==> src/verilog/trigger_xbar_pkg.sv <==
package trigger_xbar_pkg;

	// sizes of the crossbar
	localparam int N_INPUTS = 6;
	localparam int N_OUTPUTS = 9;
	localparam int N_EXTERNAL = 4;
	localparam int N_LINKS = 16;
	localparam int N_REG = 64;

	// field widths
	localparam int WORD_W = 8;
	localparam int SEL_W = 4;
	localparam int ADDR_W = $clog2(N_REG);
	localparam int SLOT_W = $clog2(N_LINKS);
	localparam int DATA_W = 32;

	// bit 0 is the earliest sample
	typedef logic [WORD_W-1:0] trig_word_t;
	typedef logic [SEL_W-1:0] sel_t;
	typedef logic [ADDR_W-1:0] reg_addr_t;
	typedef logic [DATA_W-1:0] reg_data_t;

	// version 1.0.0
	localparam reg_data_t BLOCK_VERSION = 32'h0001_0000;

	// register map
	localparam reg_addr_t ADDR_OUT_BASE = 6'd0;
	localparam reg_addr_t ADDR_IN_BASE = 6'd16;
	localparam reg_addr_t ADDR_OEB = 6'd32;
	localparam reg_addr_t ADDR_N_INPUTS = 6'd33;
	localparam reg_addr_t ADDR_N_OUTPUTS = 6'd34;
	localparam reg_addr_t ADDR_N_EXTERNAL = 6'd35;
	localparam reg_addr_t ADDR_VERSION = 6'd63;

	// fields of a link register, select sits in the low bits
	localparam int BIT_DIR = 8;
	localparam int BIT_FORCE_EN = 16;
	localparam int BIT_FORCE_VAL = 17;
	localparam int BIT_CURRENT = 24;

	// reset values, select table indexed by output slot
	localparam sel_t DEFAULT_SELECT [N_LINKS] = '{
		4'd5, 4'd5, 4'd5, 4'd5, 4'd5, 4'd1, 4'd2, 4'd3,
		4'd0, 4'd0, 4'd0, 4'd0, 4'd0, 4'd0, 4'd0, 4'd0
	};
	localparam logic DEFAULT_DIR = 1'b1;
	localparam logic DEFAULT_OEB = 1'b1;

endpackage

==> src/verilog/trigger_config_regs.sv <==
module trigger_config_regs (
	input  logic                                      clk160,
	input  logic                                      rst,
	input  logic                                      reg_wr,
	input  logic                                      reg_rd,
	input  trigger_xbar_pkg::reg_addr_t               reg_addr,
	input  trigger_xbar_pkg::reg_data_t               reg_wdata,
	input  logic [trigger_xbar_pkg::N_INPUTS-1:0]     in_current,
	input  logic [trigger_xbar_pkg::N_OUTPUTS-1:0]    out_current,
	output trigger_xbar_pkg::reg_data_t               reg_rdata,
	output logic                                      reg_rack,
	output logic [trigger_xbar_pkg::N_OUTPUTS*trigger_xbar_pkg::SEL_W-1:0] out_select,
	output logic [trigger_xbar_pkg::N_OUTPUTS-1:0]    out_force_en,
	output logic [trigger_xbar_pkg::N_OUTPUTS-1:0]    out_force_val,
	output logic [trigger_xbar_pkg::N_INPUTS-1:0]     in_force_en,
	output logic [trigger_xbar_pkg::N_INPUTS-1:0]     in_force_val,
	output logic [trigger_xbar_pkg::N_EXTERNAL-1:0]   trigger_dirs,
	output logic                                      output_enable_bar
);

	// writable fields of every slot
	trigger_xbar_pkg::sel_t out_sel_q [trigger_xbar_pkg::N_LINKS];
	logic [trigger_xbar_pkg::N_LINKS-1:0] out_dir_q;
	logic [trigger_xbar_pkg::N_LINKS-1:0] out_fen_q;
	logic [trigger_xbar_pkg::N_LINKS-1:0] out_fval_q;
	logic [trigger_xbar_pkg::N_LINKS-1:0] in_fen_q;
	logic [trigger_xbar_pkg::N_LINKS-1:0] in_fval_q;
	logic oeb_q;

	// live levels padded out to a full link group
	logic [trigger_xbar_pkg::N_LINKS-1:0] in_cur_ext;
	logic [trigger_xbar_pkg::N_LINKS-1:0] out_cur_ext;

	logic [trigger_xbar_pkg::SLOT_W-1:0] slot;
	logic out_hit;
	logic in_hit;
	trigger_xbar_pkg::reg_data_t rd_word;

	assign slot = reg_addr[trigger_xbar_pkg::SLOT_W-1:0];
	assign out_hit = reg_addr[trigger_xbar_pkg::ADDR_W-1:trigger_xbar_pkg::SLOT_W] ==
		trigger_xbar_pkg::ADDR_OUT_BASE[trigger_xbar_pkg::ADDR_W-1:trigger_xbar_pkg::SLOT_W];
	assign in_hit = reg_addr[trigger_xbar_pkg::ADDR_W-1:trigger_xbar_pkg::SLOT_W] ==
		trigger_xbar_pkg::ADDR_IN_BASE[trigger_xbar_pkg::ADDR_W-1:trigger_xbar_pkg::SLOT_W];

	assign in_cur_ext = trigger_xbar_pkg::N_LINKS'(in_current);
	assign out_cur_ext = trigger_xbar_pkg::N_LINKS'(out_current);

	// write decode, read-only bits are simply not stored
	always_ff @(posedge clk160) begin
		if (rst) begin
			for (int i = 0; i < trigger_xbar_pkg::N_LINKS; i++) begin
				out_sel_q[i] <= trigger_xbar_pkg::DEFAULT_SELECT[i];
			end
			out_dir_q <= {trigger_xbar_pkg::N_LINKS{trigger_xbar_pkg::DEFAULT_DIR}};
			out_fen_q <= '0;
			out_fval_q <= '0;
			in_fen_q <= '0;
			in_fval_q <= '0;
			oeb_q <= trigger_xbar_pkg::DEFAULT_OEB;
		end else if (reg_wr) begin
			if (out_hit) begin
				out_sel_q[slot] <= reg_wdata[trigger_xbar_pkg::SEL_W-1:0];
				out_dir_q[slot] <= reg_wdata[trigger_xbar_pkg::BIT_DIR];
				out_fen_q[slot] <= reg_wdata[trigger_xbar_pkg::BIT_FORCE_EN];
				out_fval_q[slot] <= reg_wdata[trigger_xbar_pkg::BIT_FORCE_VAL];
			end else if (in_hit) begin
				in_fen_q[slot] <= reg_wdata[trigger_xbar_pkg::BIT_FORCE_EN];
				in_fval_q[slot] <= reg_wdata[trigger_xbar_pkg::BIT_FORCE_VAL];
			end else if (reg_addr == trigger_xbar_pkg::ADDR_OEB) begin
				oeb_q <= reg_wdata[0];
			end
		end
	end

	// read mux, slots past the real counts read as zero
	always_comb begin
		rd_word = '0;
		if (out_hit) begin
			if (slot < trigger_xbar_pkg::N_OUTPUTS) begin
				rd_word[trigger_xbar_pkg::SEL_W-1:0] = out_sel_q[slot];
				rd_word[trigger_xbar_pkg::BIT_DIR] = out_dir_q[slot];
				rd_word[trigger_xbar_pkg::BIT_FORCE_EN] = out_fen_q[slot];
				rd_word[trigger_xbar_pkg::BIT_FORCE_VAL] = out_fval_q[slot];
				rd_word[trigger_xbar_pkg::BIT_CURRENT] = out_cur_ext[slot];
			end
		end else if (in_hit) begin
			if (slot < trigger_xbar_pkg::N_INPUTS) begin
				rd_word[trigger_xbar_pkg::BIT_FORCE_EN] = in_fen_q[slot];
				rd_word[trigger_xbar_pkg::BIT_FORCE_VAL] = in_fval_q[slot];
				rd_word[trigger_xbar_pkg::BIT_CURRENT] = in_cur_ext[slot];
			end
		end else begin
			case (reg_addr)
				trigger_xbar_pkg::ADDR_OEB: rd_word[0] = oeb_q;
				trigger_xbar_pkg::ADDR_N_INPUTS:
					rd_word = trigger_xbar_pkg::DATA_W'(trigger_xbar_pkg::N_INPUTS);
				trigger_xbar_pkg::ADDR_N_OUTPUTS:
					rd_word = trigger_xbar_pkg::DATA_W'(trigger_xbar_pkg::N_OUTPUTS);
				trigger_xbar_pkg::ADDR_N_EXTERNAL:
					rd_word = trigger_xbar_pkg::DATA_W'(trigger_xbar_pkg::N_EXTERNAL);
				trigger_xbar_pkg::ADDR_VERSION: rd_word = trigger_xbar_pkg::BLOCK_VERSION;
				default: rd_word = '0;
			endcase
		end
	end

	// answer one cycle after the strobe
	always_ff @(posedge clk160) begin
		if (rst) begin
			reg_rack <= 1'b0;
		end else begin
			reg_rack <= reg_rd;
		end
	end

	always_ff @(posedge clk160) begin
		if (reg_rd) begin
			reg_rdata <= rd_word;
		end
	end

	// fan out the fields that drive real links
	always_comb begin
		for (int i = 0; i < trigger_xbar_pkg::N_OUTPUTS; i++) begin
			out_select[i*trigger_xbar_pkg::SEL_W +: trigger_xbar_pkg::SEL_W] = out_sel_q[i];
		end
	end

	assign out_force_en = out_fen_q[trigger_xbar_pkg::N_OUTPUTS-1:0];
	assign out_force_val = out_fval_q[trigger_xbar_pkg::N_OUTPUTS-1:0];
	assign in_force_en = in_fen_q[trigger_xbar_pkg::N_INPUTS-1:0];
	assign in_force_val = in_fval_q[trigger_xbar_pkg::N_INPUTS-1:0];
	assign trigger_dirs = out_dir_q[trigger_xbar_pkg::N_EXTERNAL-1:0];
	assign output_enable_bar = oeb_q;

endmodule

==> src/verilog/trigger_input_stage.sv <==
module trigger_input_stage (
	input  logic                                   clk160,
	input  logic                                   rst,
	input  logic [trigger_xbar_pkg::N_INPUTS*trigger_xbar_pkg::WORD_W-1:0] trigger_words,
	input  logic [trigger_xbar_pkg::N_INPUTS-1:0]  in_force_en,
	input  logic [trigger_xbar_pkg::N_INPUTS-1:0]  in_force_val,
	output logic [trigger_xbar_pkg::N_INPUTS*trigger_xbar_pkg::WORD_W-1:0] in_words,
	output logic [trigger_xbar_pkg::N_INPUTS-1:0]  in_current
);

	trigger_xbar_pkg::trig_word_t next_word [trigger_xbar_pkg::N_INPUTS];

	// forced input holds its level over the whole word
	always_comb begin
		for (int i = 0; i < trigger_xbar_pkg::N_INPUTS; i++) begin
			if (in_force_en[i]) begin
				next_word[i] = {trigger_xbar_pkg::WORD_W{in_force_val[i]}};
			end else begin
				next_word[i] = trigger_words[i*trigger_xbar_pkg::WORD_W +: trigger_xbar_pkg::WORD_W];
			end
		end
	end

	// one capture stage for every source
	always_ff @(posedge clk160) begin
		if (rst) begin
			in_words <= '0;
		end else begin
			for (int i = 0; i < trigger_xbar_pkg::N_INPUTS; i++) begin
				in_words[i*trigger_xbar_pkg::WORD_W +: trigger_xbar_pkg::WORD_W] <= next_word[i];
			end
		end
	end

	// earliest sample of each word is the reported level
	always_comb begin
		for (int i = 0; i < trigger_xbar_pkg::N_INPUTS; i++) begin
			in_current[i] = in_words[i*trigger_xbar_pkg::WORD_W];
		end
	end

endmodule

==> src/verilog/trigger_output_mux.sv <==
module trigger_output_mux (
	input  logic                                    clk160,
	input  logic                                    rst,
	input  logic [trigger_xbar_pkg::N_INPUTS*trigger_xbar_pkg::WORD_W-1:0] in_words,
	input  logic [trigger_xbar_pkg::N_OUTPUTS*trigger_xbar_pkg::SEL_W-1:0] out_select,
	input  logic [trigger_xbar_pkg::N_OUTPUTS-1:0]  out_force_en,
	input  logic [trigger_xbar_pkg::N_OUTPUTS-1:0]  out_force_val,
	output logic [trigger_xbar_pkg::N_OUTPUTS-1:0]  trigger_outputs,
	output logic [trigger_xbar_pkg::N_OUTPUTS*trigger_xbar_pkg::WORD_W-1:0] stream_data,
	output logic [trigger_xbar_pkg::N_OUTPUTS-1:0]  stream_valid,
	output logic [trigger_xbar_pkg::N_OUTPUTS-1:0]  out_current
);

	trigger_xbar_pkg::trig_word_t pick [trigger_xbar_pkg::N_OUTPUTS];
	logic valid_q;

	// source select per output, force wins over select
	always_comb begin
		trigger_xbar_pkg::sel_t sel;
		for (int o = 0; o < trigger_xbar_pkg::N_OUTPUTS; o++) begin
			sel = out_select[o*trigger_xbar_pkg::SEL_W +: trigger_xbar_pkg::SEL_W];
			if (out_force_en[o]) begin
				pick[o] = {trigger_xbar_pkg::WORD_W{out_force_val[o]}};
			end else if (sel < trigger_xbar_pkg::N_INPUTS) begin
				pick[o] = in_words[sel*trigger_xbar_pkg::WORD_W +: trigger_xbar_pkg::WORD_W];
			end else begin
				// no such source
				pick[o] = '0;
			end
		end
	end

	// level and stream leave through the same register
	always_ff @(posedge clk160) begin
		if (rst) begin
			trigger_outputs <= '0;
			stream_data <= '0;
		end else begin
			for (int o = 0; o < trigger_xbar_pkg::N_OUTPUTS; o++) begin
				trigger_outputs[o] <= pick[o][0];
				stream_data[o*trigger_xbar_pkg::WORD_W +: trigger_xbar_pkg::WORD_W] <= pick[o];
			end
		end
	end

	// streams never stall, valid from the first edge out of reset
	always_ff @(posedge clk160) begin
		if (rst) begin
			valid_q <= 1'b0;
		end else begin
			valid_q <= 1'b1;
		end
	end

	assign stream_valid = {trigger_xbar_pkg::N_OUTPUTS{valid_q}};
	assign out_current = trigger_outputs;

endmodule

==> src/verilog/trigger_xbar.sv <==
module trigger_xbar (
	input  logic                                    clk160,
	input  logic                                    rst,
	input  logic [trigger_xbar_pkg::N_INPUTS*trigger_xbar_pkg::WORD_W-1:0] trigger_words,
	input  logic                                    reg_wr,
	input  logic                                    reg_rd,
	input  trigger_xbar_pkg::reg_addr_t             reg_addr,
	input  trigger_xbar_pkg::reg_data_t             reg_wdata,
	output trigger_xbar_pkg::reg_data_t             reg_rdata,
	output logic                                    reg_rack,
	output logic [trigger_xbar_pkg::N_OUTPUTS-1:0]  trigger_outputs,
	output logic [trigger_xbar_pkg::N_OUTPUTS*trigger_xbar_pkg::WORD_W-1:0] stream_data,
	output logic [trigger_xbar_pkg::N_OUTPUTS-1:0]  stream_valid,
	output logic [trigger_xbar_pkg::N_EXTERNAL-1:0] trigger_dirs,
	output logic                                    output_enable_bar
);

	// configuration to the datapath
	logic [trigger_xbar_pkg::N_OUTPUTS*trigger_xbar_pkg::SEL_W-1:0] out_select;
	logic [trigger_xbar_pkg::N_OUTPUTS-1:0] out_force_en;
	logic [trigger_xbar_pkg::N_OUTPUTS-1:0] out_force_val;
	logic [trigger_xbar_pkg::N_INPUTS-1:0] in_force_en;
	logic [trigger_xbar_pkg::N_INPUTS-1:0] in_force_val;

	// datapath and status back to the registers
	logic [trigger_xbar_pkg::N_INPUTS*trigger_xbar_pkg::WORD_W-1:0] in_words;
	logic [trigger_xbar_pkg::N_INPUTS-1:0] in_current;
	logic [trigger_xbar_pkg::N_OUTPUTS-1:0] out_current;

	trigger_config_regs config_regs_inst (
		.clk160(clk160),
		.rst(rst),
		.reg_wr(reg_wr),
		.reg_rd(reg_rd),
		.reg_addr(reg_addr),
		.reg_wdata(reg_wdata),
		.in_current(in_current),
		.out_current(out_current),
		.reg_rdata(reg_rdata),
		.reg_rack(reg_rack),
		.out_select(out_select),
		.out_force_en(out_force_en),
		.out_force_val(out_force_val),
		.in_force_en(in_force_en),
		.in_force_val(in_force_val),
		.trigger_dirs(trigger_dirs),
		.output_enable_bar(output_enable_bar)
	);

	trigger_input_stage input_stage_inst (
		.clk160(clk160),
		.rst(rst),
		.trigger_words(trigger_words),
		.in_force_en(in_force_en),
		.in_force_val(in_force_val),
		.in_words(in_words),
		.in_current(in_current)
	);

	trigger_output_mux output_mux_inst (
		.clk160(clk160),
		.rst(rst),
		.in_words(in_words),
		.out_select(out_select),
		.out_force_en(out_force_en),
		.out_force_val(out_force_val),
		.trigger_outputs(trigger_outputs),
		.stream_data(stream_data),
		.stream_valid(stream_valid),
		.out_current(out_current)
	);

endmodule

==> config.mk <==
export PLATFORM = sky130hd
export DESIGN_NAME = trigger_xbar
export DESIGN_NICKNAME = d
export VERILOG_FILES = /design/src/verilog/trigger_xbar_pkg.sv /design/src/verilog/trigger_config_regs.sv /design/src/verilog/trigger_input_stage.sv /design/src/verilog/trigger_output_mux.sv /design/src/verilog/trigger_xbar.sv
export SDC_FILE = /design/constraint.sdc
export NUM_CORES = 1
export LEC_CHECK = 0
export BUFFER_PORTS_ARGS = -buffer_cell sky130_fd_sc_hd__buf_4
export CAP_MARGIN = 20
export CORE_UTILIZATION = 61
export CTS_CLUSTER_SIZE = 24
export DETAILED_ROUTE_END_ITERATION = 10
export GPL_TIMING_DRIVEN = 0
export PLACE_DENSITY = 0.86
export SLEW_MARGIN = 10
export SYNTH_ARGS = -nofsm -noshare
export SYNTH_HDL_FRONTEND = slang
export SYNTH_HIERARCHICAL = 1
export SYNTH_SLANG_ARGS = --single-unit
==> constraint.sdc <==
create_clock -name clk160 -period 4.2 [get_ports clk160]
set_clock_uncertainty 0.2 [all_clocks]
set_input_delay 0.42 -clock clk160 [delete_from_list [all_inputs] [get_ports clk160]]
set_output_delay 0.42 -clock clk160 [all_outputs]
set_load 0.05 [all_outputs]
==> impl_metrics.ini <==
[worst_setup_path]
cpLargestDelayFamily = buffers and inverters
worstPathArrival_ps = 2140
slowest_stage = mux4_2
cp.required_ps = 4230
critPathKind = in2reg
path_cells = buf_2 -> buf_4 -> buf_2 -> mux4_2 -> a211oi_1 -> o22ai_1
cp-start-kind = input pin
critical_path_peak_fanout = 10
endpoint_kind = flip-flop
crit_top_cell = buf_2
cpPeakStageDelay_ps = 490
crit_buf_inv = 3

[routing]
viasPerCell = 6.588
vias = 11830
dr.pass1.iters = 9
antenna_left = 0
dr.first_iter.drc_count = 1735
wl_mm = 46.30
drc_errors = 0
avgRoutedWirePerCell_um = 25.79

[timing]
slew_violations = 0
setup_ws_ps = 2083
max_freq_ghz = 0.4724
max-slew-margin-rel = 0.4848
max_slew.worst_pin.slew_ps = 770.8
min_period_over_period = 0.5041
tns_ps = 0
hold_viol = 0
finalCriticalPeriod_ps = 2117
rsz0062_at_grt = no
finalSetupViolCount = 0

[clock_network]
clock_sinks = 209
post_cts_buffers = 0
clk_path_buf_depth = 3
cts_hold_buf = 49
cts_resized = 0
cts_buffers = 21
htreeDepth = 1
cts-root-buf = clkbuf_16
cts_tree = yes
clock_latency_ps = 530
path_clk_slew_ps = 60

[place]
globalplace.congestion = 0.9988
place_ws_ps = 1672
dp_hpwl_mm = 30.35
io_buffers = 166

[synth]
synth_edf_count = 44
yosysUniqueCellTypes = 55
async_flop_share = 0
synth_warnings = 6
ys_ff_latch = 209
postSynthCellCount = 1246
synth_area_per_cell_um2 = 10.12
syn_area_um2 = 12610
synth_ff_type = dfxtp_1
synth-seq-area-share = 0.3666

[global_route]
grtUsageMet2 = 0.6545
grt_overflow = 0
grt_util_met1 = 0.5144
grt_pass1_wl_mm = 68.67
grt_most_used_layer = met2
track_usage = 0.4282
grt_max_degree = 16
antenna_found_initial = 2
grt_pass1_vias = 11430
use_met3 = 0.1213

[die]
coreArea_um2 = 20230
die_h_um = 145.8
start_util = 0.6234
dieArea_um2 = 21260
num_rows = 52
io_pins = 218
die_w_um = 145.8

[cells_and_area]
final_util = 0.7648
nNetsFinal = 1598
drive_gt1_frac = 0.4301
synthToLayoutAreaGrowth_pct = 22.69

[power]
seq_power_share = 0.442
p_per_area_nw_per_um2 = 329.8
combPwrFrac = 0.189
ir_drop_mv = 0.3107
swShare = 0.2882
p_leak_nw = 6.476
p_int_mw = 3.633
switching_power_mw = 1.471
clockPowerShare = 0.369
fin_total_pwr_mw = 5.104

[min_path]
min_path_type = in2reg

[flow_run]
max_cap_violations = 0

[outcome]
status = finished, final reports clean
## power by group through the flow
stage	registers [mW]	clock network (mW)	logic (mW)
5_1_grt	2.25	1.98	0.999
3_5_place_dp	2.28	0	0.883
4_1_cts	2.24	1.87	0.926
3_3_place_gp	2.28	0	0.870
6_report	2.25	1.89	0.964
2_1_floorplan	2.28	0	0.589
## worst register-to-register path, stage by stage, from the launching register on
cell	delay, ps
edfxtp_1	460
buf_2	250
nor2_1	510
nand2_1	120
a31oi_1	410
## final cells by class
class / count / area, µm²
Buffer: 193 / 1305
Antenna cell: 2 / 5.005
Inverter: 16 / 60.06
Tap cell: 270 / 337.8
Clock buffer: 27 / 571.8
Sequential cell: 209 / 4624
Multi-Input combinational cell: 851 / 6710
Timing Repair Buffer: 216 / 1747
Clock inverter: 11 / 113.9
Fill cell: 1374 / 4760
## sequential cells by signal, indices dropped and copies added, names as in the netlist
register / count
output_mux_inst/out_current: 8
config_regs_inst/in_fen_q: 6
config_regs_inst/output_enable_bar: 1
input_stage_inst/in_words: 48
config_regs_inst/out_fval_q: 9
config_regs_inst/out_sel_q: 36
config_regs_inst/in_fval_q: 6
output_mux_inst/stream_data: 64
config_regs_inst/out_dir_q: 12
config_regs_inst/out_fen_q: 9
config_regs_inst/reg_rack: 1
config_regs_inst/reg_rdata: 8
output_mux_inst/valid_q: 1
## synth_stat cells, types with 24 or more instances
| master | instances | area [µm²] |
|---|---|---|
| mux2_2 | 219 | 2466 |
| dfxtp_1 | 165 | 3303 |
| nand2_1 | 103 | 386.6 |
| buf_4 | 99 | 743.2 |
| a31oi_1 | 74 | 462.9 |
| a22oi_1 | 73 | 548.0 |
| a21oi_1 | 54 | 270.3 |
| edfxtp_1 | 44 | 1321 |
| nand2b_1 | 40 | 250.2 |
| buf_2 | 26 | 130.1 |
| clkbuf_1 | 26 | 97.59 |
| a21oi_2 | 25 | 219.0 |
| nor2_1 | 24 | 90.09 |
## cell families (layout without fill, tap and decap cells)
logic type      after synthesis  after routing  share of synthesized area
compound gates              284            284                     0.1571
flops                       209            209                     0.3666
simple gates                294            294                     0.1315
mux                         249            249                     0.2362
buf+inv                     209            463                     0.1082
other cells                   1             26                  0.0002973
## path summary, 6_finish.rpt
kind	cells past startpoint	slack [ps]	to	start
max	6	2080	config_regs_inst/reg_rdata[24]$_DFFE_PP_	reg_addr[1]
min reg2reg	2	280	config_regs_inst/in_fen_q[1]$_SDFFE_PP0P_	config_regs_inst/in_fen_q[1]$_SDFFE_PP0P_
min	2	30	config_regs_inst/out_sel_q[7][1]$_SDFFCE_PN1P_	reg_wdata[1]
max reg2reg	4	2090	output_mux_inst/stream_data[23]$_SDFF_PP0_	config_regs_inst/out_sel_q[2][0]$_SDFFCE_PN1P_
## routing by layer
metal / share of wire / up-vias
li1: - / 4979
met1: 0.35 / 5480
met2: 0.44 / 1077
met3: 0.13 / 287
met4: 0.077 / 2
met5: 0.00028 / -
## through the flow
stage               hold WS, ps  std cells  cell area [µm²]
global placement          266.3       1705            14280
detailed placement        265.7       1705            14280
finish                    25.09       1795            15470
global route              15.69       1793            15470
CTS                      0.8422       1792            15460
floorplan                 246.5       1269            12700
## placed cells by master (no fill, tap or decap), types with 6 or more instances in the layout
cell type,instances
a21o_1,9
buf_6,22
a22oi_1,73
clkinv_2,6
inv_1,16
dlygate4sd3_1,50
a211o_1,9
clkbuf_1,29
conb_1,24
and2_1,11
nand3_1,14
buf_1,11
mux4_2,17
clkbuf_16,21
buf_4,265
nand2b_1,40
nor2b_1,22
nor2_1,24
nand2_1,103
and3_1,22
clkbuf_2,9
a22o_1,14
mux2_2,219
a31oi_1,74
a21oi_1,54
a21oi_2,25
nand2b_2,21
buf_2,26
dfxtp_1,165
mux2i_1,13
edfxtp_1,44
Power figures use the tool's default switching activity.
